<file path="src/design/rsPkg.sv">
package rsPkg;

    // Datapath and tag widths.
    localparam int unsigned DataWidth = 32;
    localparam int unsigned TagWidth = 4;
    localparam int unsigned OpWidth = 4;

    // Shift amount taken from the low bits of v2.
    localparam int unsigned ShamtWidth = 5;

    // Station depth and entry index width.
    localparam int unsigned RsDepth = 8;
    localparam int unsigned RsIdxWidth = (RsDepth > 1) ? $clog2(RsDepth) : 1;

    // Tag zero marks an operand whose value is present.
    localparam logic [TagWidth-1:0] TagNone = '0;

    // Register-register operations.
    localparam logic [OpWidth-1:0] OpAdd = 4'd0;
    localparam logic [OpWidth-1:0] OpSub = 4'd1;
    localparam logic [OpWidth-1:0] OpAnd = 4'd2;
    localparam logic [OpWidth-1:0] OpOr = 4'd3;
    localparam logic [OpWidth-1:0] OpXor = 4'd4;
    localparam logic [OpWidth-1:0] OpSll = 4'd5;
    localparam logic [OpWidth-1:0] OpSrl = 4'd6;
    localparam logic [OpWidth-1:0] OpSlt = 4'd7;

    // Immediate forms.
    localparam logic [OpWidth-1:0] OpAddi = 4'd8;
    localparam logic [OpWidth-1:0] OpAuipc = 4'd9;

endpackage
</file>
<file path="src/design/execCluster.sv">
`timescale 1ns/1ps

module execCluster (
    input  logic clk,
    input  logic rstN,
    input  logic flush,

    input  logic issueValid,
    input  logic [rsPkg::OpWidth-1:0] issueOp,
    input  logic [rsPkg::DataWidth-1:0] issueV1,
    input  logic [rsPkg::DataWidth-1:0] issueV2,
    input  logic [rsPkg::TagWidth-1:0] issueQ1,
    input  logic [rsPkg::TagWidth-1:0] issueQ2,
    input  logic [rsPkg::DataWidth-1:0] issueImm,
    input  logic [rsPkg::DataWidth-1:0] issuePc,
    input  logic [rsPkg::TagWidth-1:0] issueTag,

    output logic rsFull,
    output logic resultValid,
    output logic [rsPkg::TagWidth-1:0] resultTag,
    output logic [rsPkg::DataWidth-1:0] resultData
);

    // Station to ALU.
    logic aluValid;
    logic [rsPkg::OpWidth-1:0] aluOp;
    logic [rsPkg::DataWidth-1:0] aluV1;
    logic [rsPkg::DataWidth-1:0] aluV2;
    logic [rsPkg::DataWidth-1:0] aluImm;
    logic [rsPkg::DataWidth-1:0] aluPc;
    logic [rsPkg::TagWidth-1:0] aluTag;

    // The result broadcast also wakes up waiting entries.
    rsStation u_rsStation (
        .clk        (clk),
        .rstN       (rstN),
        .flush      (flush),
        .issueValid (issueValid),
        .issueOp    (issueOp),
        .issueV1    (issueV1),
        .issueV2    (issueV2),
        .issueQ1    (issueQ1),
        .issueQ2    (issueQ2),
        .issueImm   (issueImm),
        .issuePc    (issuePc),
        .issueTag   (issueTag),
        .resultValid(resultValid),
        .resultTag  (resultTag),
        .resultData (resultData),
        .rsFull     (rsFull),
        .aluValid   (aluValid),
        .aluOp      (aluOp),
        .aluV1      (aluV1),
        .aluV2      (aluV2),
        .aluImm     (aluImm),
        .aluPc      (aluPc),
        .aluTag     (aluTag)
    );

    intAlu u_intAlu (
        .clk        (clk),
        .rstN       (rstN),
        .flush      (flush),
        .aluValid   (aluValid),
        .aluOp      (aluOp),
        .aluV1      (aluV1),
        .aluV2      (aluV2),
        .aluImm     (aluImm),
        .aluPc      (aluPc),
        .aluTag     (aluTag),
        .resultValid(resultValid),
        .resultTag  (resultTag),
        .resultData (resultData)
    );

endmodule

</file>
<file path="src/design/intAlu.sv">
`timescale 1ns/1ps

module intAlu (
    input  logic clk,
    input  logic rstN,
    input  logic flush,

    input  logic aluValid,
    input  logic [rsPkg::OpWidth-1:0] aluOp,
    input  logic [rsPkg::DataWidth-1:0] aluV1,
    input  logic [rsPkg::DataWidth-1:0] aluV2,
    input  logic [rsPkg::DataWidth-1:0] aluImm,
    input  logic [rsPkg::DataWidth-1:0] aluPc,
    input  logic [rsPkg::TagWidth-1:0] aluTag,

    output logic resultValid,
    output logic [rsPkg::TagWidth-1:0] resultTag,
    output logic [rsPkg::DataWidth-1:0] resultData
);

    logic [rsPkg::DataWidth-1:0] aluResult;
    logic [rsPkg::ShamtWidth-1:0] shamt;
    logic lessThan;

    assign shamt = aluV2[rsPkg::ShamtWidth-1:0];
    assign lessThan = $signed(aluV1) < $signed(aluV2);

    always_comb begin
        case (aluOp)
            rsPkg::OpAdd: aluResult = aluV1 + aluV2;
            rsPkg::OpSub: aluResult = aluV1 - aluV2;
            rsPkg::OpAnd: aluResult = aluV1 & aluV2;
            rsPkg::OpOr: aluResult = aluV1 | aluV2;
            rsPkg::OpXor: aluResult = aluV1 ^ aluV2;
            rsPkg::OpSll: aluResult = aluV1 << shamt;
            rsPkg::OpSrl: aluResult = aluV1 >> shamt;
            rsPkg::OpSlt: aluResult = {{(rsPkg::DataWidth - 1){1'b0}}, lessThan};
            rsPkg::OpAddi: aluResult = aluV1 + aluImm;
            rsPkg::OpAuipc: aluResult = aluPc + aluImm;
            // Unknown codes give zero.
            default: aluResult = '0;
        endcase
    end

    // Flush cancels the instruction in this stage.
    always_ff @(posedge clk or negedge rstN) begin
        if (!rstN) begin
            resultValid <= 1'b0;
        end else if (flush) begin
            resultValid <= 1'b0;
        end else begin
            resultValid <= aluValid;
        end
    end

    always_ff @(posedge clk) begin
        if (aluValid) begin
            resultTag <= aluTag;
            resultData <= aluResult;
        end
    end

endmodule

</file>
<file path="src/design/rsStation.sv">
`timescale 1ns/1ps

module rsStation (
    input  logic clk,
    input  logic rstN,
    input  logic flush,

    input  logic issueValid,
    input  logic [rsPkg::OpWidth-1:0] issueOp,
    input  logic [rsPkg::DataWidth-1:0] issueV1,
    input  logic [rsPkg::DataWidth-1:0] issueV2,
    input  logic [rsPkg::TagWidth-1:0] issueQ1,
    input  logic [rsPkg::TagWidth-1:0] issueQ2,
    input  logic [rsPkg::DataWidth-1:0] issueImm,
    input  logic [rsPkg::DataWidth-1:0] issuePc,
    input  logic [rsPkg::TagWidth-1:0] issueTag,

    input  logic resultValid,
    input  logic [rsPkg::TagWidth-1:0] resultTag,
    input  logic [rsPkg::DataWidth-1:0] resultData,

    output logic rsFull,

    output logic aluValid,
    output logic [rsPkg::OpWidth-1:0] aluOp,
    output logic [rsPkg::DataWidth-1:0] aluV1,
    output logic [rsPkg::DataWidth-1:0] aluV2,
    output logic [rsPkg::DataWidth-1:0] aluImm,
    output logic [rsPkg::DataWidth-1:0] aluPc,
    output logic [rsPkg::TagWidth-1:0] aluTag
);

    // Entry storage.
    logic [rsPkg::RsDepth-1:0] busy;
    logic [rsPkg::OpWidth-1:0] entOp [rsPkg::RsDepth];
    logic [rsPkg::DataWidth-1:0] entV1 [rsPkg::RsDepth];
    logic [rsPkg::DataWidth-1:0] entV2 [rsPkg::RsDepth];
    logic [rsPkg::TagWidth-1:0] entQ1 [rsPkg::RsDepth];
    logic [rsPkg::TagWidth-1:0] entQ2 [rsPkg::RsDepth];
    logic [rsPkg::DataWidth-1:0] entImm [rsPkg::RsDepth];
    logic [rsPkg::DataWidth-1:0] entPc [rsPkg::RsDepth];
    logic [rsPkg::TagWidth-1:0] entTag [rsPkg::RsDepth];

    // Wakeup and select.
    logic [rsPkg::RsDepth-1:0] wake1;
    logic [rsPkg::RsDepth-1:0] wake2;
    logic [rsPkg::RsDepth-1:0] readyVec;
    logic selValid;
    logic [rsPkg::RsIdxWidth-1:0] selIdx;

    // Allocation.
    logic freeValid;
    logic [rsPkg::RsIdxWidth-1:0] freeIdx;
    logic doWrite;
    logic [rsPkg::RsDepth-1:0] busyNext;

    // Operands of the incoming instruction after a same-cycle broadcast.
    logic hit1;
    logic hit2;
    logic [rsPkg::DataWidth-1:0] newV1;
    logic [rsPkg::DataWidth-1:0] newV2;
    logic [rsPkg::TagWidth-1:0] newQ1;
    logic [rsPkg::TagWidth-1:0] newQ2;

    assign rsFull = &busy;

    always_comb begin
        for (int i = 0; i < rsPkg::RsDepth; i++) begin
            wake1[i] = resultValid && busy[i] && (entQ1[i] != rsPkg::TagNone)
                && (entQ1[i] == resultTag);
            wake2[i] = resultValid && busy[i] && (entQ2[i] != rsPkg::TagNone)
                && (entQ2[i] == resultTag);
            readyVec[i] = busy[i] && (entQ1[i] == rsPkg::TagNone)
                && (entQ2[i] == rsPkg::TagNone);
        end
    end

    // Lowest-indexed ready entry wins.
    always_comb begin
        selValid = 1'b0;
        selIdx = '0;
        for (int i = rsPkg::RsDepth - 1; i >= 0; i--) begin
            if (readyVec[i]) begin
                selValid = 1'b1;
                selIdx = i[rsPkg::RsIdxWidth-1:0];
            end
        end
    end

    // Lowest-indexed free entry taken from the registered busy bits only.
    always_comb begin
        freeValid = 1'b0;
        freeIdx = '0;
        for (int i = rsPkg::RsDepth - 1; i >= 0; i--) begin
            if (!busy[i]) begin
                freeValid = 1'b1;
                freeIdx = i[rsPkg::RsIdxWidth-1:0];
            end
        end
    end

    // A strobe while full is dropped.
    assign doWrite = issueValid && freeValid;

    // Catch a producer broadcasting in the same cycle as the issue.
    assign hit1 = resultValid && (issueQ1 != rsPkg::TagNone) && (issueQ1 == resultTag);
    assign hit2 = resultValid && (issueQ2 != rsPkg::TagNone) && (issueQ2 == resultTag);
    assign newV1 = hit1 ? resultData : issueV1;
    assign newV2 = hit2 ? resultData : issueV2;
    assign newQ1 = hit1 ? rsPkg::TagNone : issueQ1;
    assign newQ2 = hit2 ? rsPkg::TagNone : issueQ2;

    always_comb begin
        busyNext = busy;
        if (selValid) begin
            busyNext[selIdx] = 1'b0;
        end
        if (doWrite) begin
            busyNext[freeIdx] = 1'b1;
        end
    end

    always_ff @(posedge clk or negedge rstN) begin
        if (!rstN) begin
            busy <= '0;
            aluValid <= 1'b0;
        end else if (flush) begin
            busy <= '0;
            aluValid <= 1'b0;
        end else begin
            busy <= busyNext;
            aluValid <= selValid;
        end
    end

    always_ff @(posedge clk) begin
        for (int i = 0; i < rsPkg::RsDepth; i++) begin
            if (doWrite && (freeIdx == i[rsPkg::RsIdxWidth-1:0])) begin
                entOp[i] <= issueOp;
                entV1[i] <= newV1;
                entV2[i] <= newV2;
                entQ1[i] <= newQ1;
                entQ2[i] <= newQ2;
                entImm[i] <= issueImm;
                entPc[i] <= issuePc;
                entTag[i] <= issueTag;
            end else begin
                // Both operands may wait on the same tag.
                if (wake1[i]) begin
                    entV1[i] <= resultData;
                    entQ1[i] <= rsPkg::TagNone;
                end
                if (wake2[i]) begin
                    entV2[i] <= resultData;
                    entQ2[i] <= rsPkg::TagNone;
                end
            end
        end
    end

    // Issue register.
    always_ff @(posedge clk) begin
        if (selValid) begin
            aluOp <= entOp[selIdx];
            aluV1 <= entV1[selIdx];
            aluV2 <= entV2[selIdx];
            aluImm <= entImm[selIdx];
            aluPc <= entPc[selIdx];
            aluTag <= entTag[selIdx];
        end
    end

endmodule

</file>
<file path="config.mk">
export PLATFORM = sky130hd
export DESIGN_NAME = execCluster
export DESIGN_NICKNAME = d
export VERILOG_FILES = /design/src/design/rsPkg.sv /design/src/design/execCluster.sv /design/src/design/intAlu.sv /design/src/design/rsStation.sv
export SDC_FILE = /design/constraint.sdc
export NUM_CORES = 2
export LEC_CHECK = 0
export BUFFER_PORTS_ARGS = -buffer_cell sky130_fd_sc_hd__clkbuf_2
export CORE_MARGIN = 2
export CORE_UTILIZATION = 30
export DETAILED_ROUTE_END_ITERATION = 10
export PLACE_DENSITY_LB_ADDON = 0.1
export SLEW_MARGIN = 20
export SYNTH_ARGS = -nofsm -noshare
export SYNTH_HDL_FRONTEND = slang
export SYNTH_HIERARCHICAL = 1
export SYNTH_SLANG_ARGS = --single-unit
</file>
<file path="constraint.sdc">
create_clock -name clk -period 10.4 [get_ports clk]
set_clock_uncertainty 0.1 [all_clocks]
set_input_delay 1.56 -clock clk [delete_from_list [all_inputs] [get_ports clk]]
set_output_delay 1.56 -clock clk [all_outputs]
set_load 0.005 [all_outputs]
</file>
==> summary.txt <==
Status
  – Status: complete, no violations

GRT
  – Vias in the first global route: 44500
  – Global-route wire length before repair: 367000 microns
  – Largest net degree at the start of global routing: 98
  – Initial antenna violation count: 28
  – Total track usage: 22.5%
  – Grt ovf: 0

Yosys
  – Syn Nets: 5286
  – Post-synth cell types: 90
  – Synth Register Bits: 1334
  – Top FF cell, synth: edfxtp_1
  – Fraction of registers with async set/reset: 0.750%
  – Mapped Area: 67800 sq um
  – Syn Inst Count: 5002
  – Register area share after synthesis: 58.9%
  – Post-synth EDFFs: 1316
  – Mean Syn Cell Area: 13.6 sq um
  – Syn. warnings: 6

Drt
  – Vias: 45400
  – Drt first pass iters: 6
  – DRT iter0 DRCs: 3955
  – DR WL/cell: 31.9 microns
  – Post-DRT Antenna Nets: 0
  – Post-route DRC: 0
  – Total wire length: 263000 microns
  – DR vias/cell: 5.49

Critical path
  – Reg2reg setup slack: 5.12 ns
  – Crit. End Element: flip-flop
  – Setup CP Type: flip-flop to flip-flop
  – Worst setup SP type: flip-flop
  – Crit Path Max Fanout: 62
  – Worst Path Required: 10.87 ns
  – Critical Path AT: 5.75 ns

STA
  – Headroom to the max-slew limit: 28.9%
  – Count of final setup violators: 0
  – Setup TNS Final: 0 ns
  – Minimum clock period: 5.28 ns
  – Pins Over Slew Limit: 0
  – Fmax: 189 MHz
  – RSZ-0062 raised after global routing: false
  – Least-Margin Pin Slew: 1.06 ns
  – Final Hold Viols: 0
  – Final period util: 50.7%

Clock network
  – TritonCTS clock tree: done
  – Total CTS buffers: 159
  – CTS H-Tree Depth: 4
  – Post-CTS sizing: 0
  – Clock-pin slew on the worst setup and hold paths: 0.06 ns
  – Sink Count: 1334
  – Post-cts hold buffer count: 0
  – Post-CTS Setup Bufs: 0
  – Clk_lat worst skew: 0.83 ns
  – Clk buf depth: 3
  – Root Buffer: clkbuf_16

Flow run
  – Max_cap viols: 0

Pwr
  – Leakage power: 0.0283 uW
  – Pwr dens: 155 nW/um^2
  – Peak supply drop: 0.166 mV

Die
  – Chip height: 479 microns
  – Core area: 225000 sq um
  – Die area: 230000 sq um
  – Initial core utilization: 30.2%
  – # rows: 174
  – Io pins: 186
  – Die X: 479 microns

Cells and area
  – Finished layout cell area: 77100 sq um
  – Final #Nets: 5409
  – Layout area overhead: 13.8%
  – Ratio of cells with drive above 1 in the final layout: 19.2%
  – Fillcell total: 22100

Placement
  – IO Port Bufs: 185
  – Post-DP HPWL: 166000 microns
  – Placer congestion estimate: 0.952
  – Cell area after placement: 72000 sq um

Hold path
  – HP Class: flip-flop to flip-flop
==> flip-flops by register name (all words and copies together) (netlist names), 256 cells and up <==
name,cells
u_rsStation/entV1,256
u_rsStation/entImm,256
u_rsStation/entV2,256
u_rsStation/entPc,256
==> worst paths after layout <==
check	depth (start not counted)	endpoint	start
max	16	u_intAlu/resultData[28]	u_rsStation/aluOp[1]
max reg2reg	16	u_intAlu/resultData[28]	u_rsStation/aluOp[1]
min	0	u_intAlu/resultTag[3]	u_rsStation/aluTag[3]
min reg2reg	0	u_intAlu/resultTag[3]	u_rsStation/aluTag[3]
max in group asynchronous	1	u_rsStation/aluValid	rstN
min in group asynchronous	1	u_intAlu/resultValid	rstN
==> kinds of logic (layout without fill, tap and decap cells) <==
family | Yosys count | after routing | share of synthesized area (%)
AO/OA/AOI/OAI | 1029 | 1029 | 11.1
XOR/XNOR | 106 | 106 | 1.38
multiplexers | 887 | 887 | 15.1
AND/OR/NAND/NOR | 966 | 966 | 7.31
flip-flops | 1334 | 1334 | 58.9
adder cells (fa/ha/maj) | 136 | 136 | 2.54
other | 0 | 8 | 0
buffers and inverters | 544 | 798 | 3.72
==> cell usage after synthesis (15+ instances only) <==
master / n / area (sq um)
a221oi_1: 98 / 858
o21ai_1: 17 / 85.1
nand2b_1: 21 / 131
mux2_2: 262 / 2950
inv_1: 184 / 691
nor2_1: 212 / 796
nor3_1: 67 / 335
buf_1: 28 / 105
clkbuf_1: 135 / 507
o221ai_1: 139 / 1220
or2_2: 19 / 119
edfxtp_1: 1316 / 39500
nand2_1: 245 / 920
mux2i_1: 329 / 3290
mux2_1: 200 / 2250
a21o_1: 27 / 203
buf_6: 31 / 349
a21oi_1: 159 / 796
nor2b_1: 15 / 93.8
ha_1: 133 / 1660
mux2_4: 60 / 901
buf_4: 16 / 120
xnor2_1: 62 / 543
xor2_1: 43 / 377
a211o_1: 18 / 158
o21ai_0: 171 / 856
a211oi_1: 83 / 623
o21bai_1: 17 / 128
a22oi_1: 26 / 195
and3_1: 78 / 488
nand4_1: 23 / 144
a221o_1: 65 / 651
and2_1: 73 / 457
nand3_1: 128 / 641
mux4_2: 36 / 811
buf_2: 147 / 736
o211ai_1: 93 / 698
==> worst max-delay path, cell delays in order (launching register included) <==
cell      delay [ns]
edfxtp_1        0.57
or3b_2          0.50
buf_4           0.24
nor2_4          0.10
buf_4           0.47
o21ai_0         0.17
ha_1            0.27
fa_1            0.46
nand3_1         0.14
a21oi_1         0.11
o21bai_1        0.21
a21oi_1         0.17
o31ai_1         0.52
a31o_2          0.29
o311ai_1        0.11
xor2_1          0.16
a221o_1         0.36
==> power breakdown <==
group | total [uW] | internal, uW | switching [uW]
combinational | 337 | 133 | 204
sequential | 6010 | 5990 | 26.8
clock | 5600 | 3270 | 2340
==> metal layers <==
metal	vias up	global-route usage, %	share of wire, %
li1	19800	-	-
met4	20	5.18	2.2
met1	23800	32.1	47
met3	292	3.40	5.1
met2	1437	35.8	46
met5	-	0	0.050
==> area by class of cell <==
class / instances / area [sq um] / share of cell area (%)
diodes: 8 / 20.0 / 0.0260
inverters: 187 / 707 / 0.916
flip-flops and latches: 1334 / 39900 / 51.8
repair buffers: 319 / 1980 / 2.57
clock inverters: 89 / 843 / 1.09
multi-input cells: 3124 / 25600 / 33.2
well taps: 2992 / 3740 / 4.85
clock buffers: 203 / 4320 / 5.60
==> per-stage QoR <==
step	setup WS, ns	hold slack (ns)	total power [uW]	cells	util [%]
2_1_floorplan	1.76	0.300	6290	5002	-
3_3_place_gp	5.28	0.303	6460	7956	32.0
3_5_place_dp	5.18	0.317	6470	7956	32.0
4_1_cts	5.14	0.333	12100	8248	34.3
5_1_grt	4.78	0.333	12300	8251	34.3
6_report	5.12	0.328	12000	8256	34.3
==> layout by cell type, fill, tap and decap left out, types with 130 or more instances in the layout <==
| master | instances |
|---|---|
| edfxtp_1 | 1316 |
| mux2_2 | 262 |
| ha_1 | 133 |
| buf_4 | 130 |
| clkbuf_2 | 185 |
| nor2_1 | 208 |
| o221ai_1 | 139 |
| mux2i_1 | 329 |
| a21oi_1 | 159 |
| mux2_1 | 200 |
| o21ai_0 | 171 |
| nand2_1 | 241 |
| clkbuf_16 | 166 |
| inv_1 | 182 |
(Power assumes the default switching activity.)
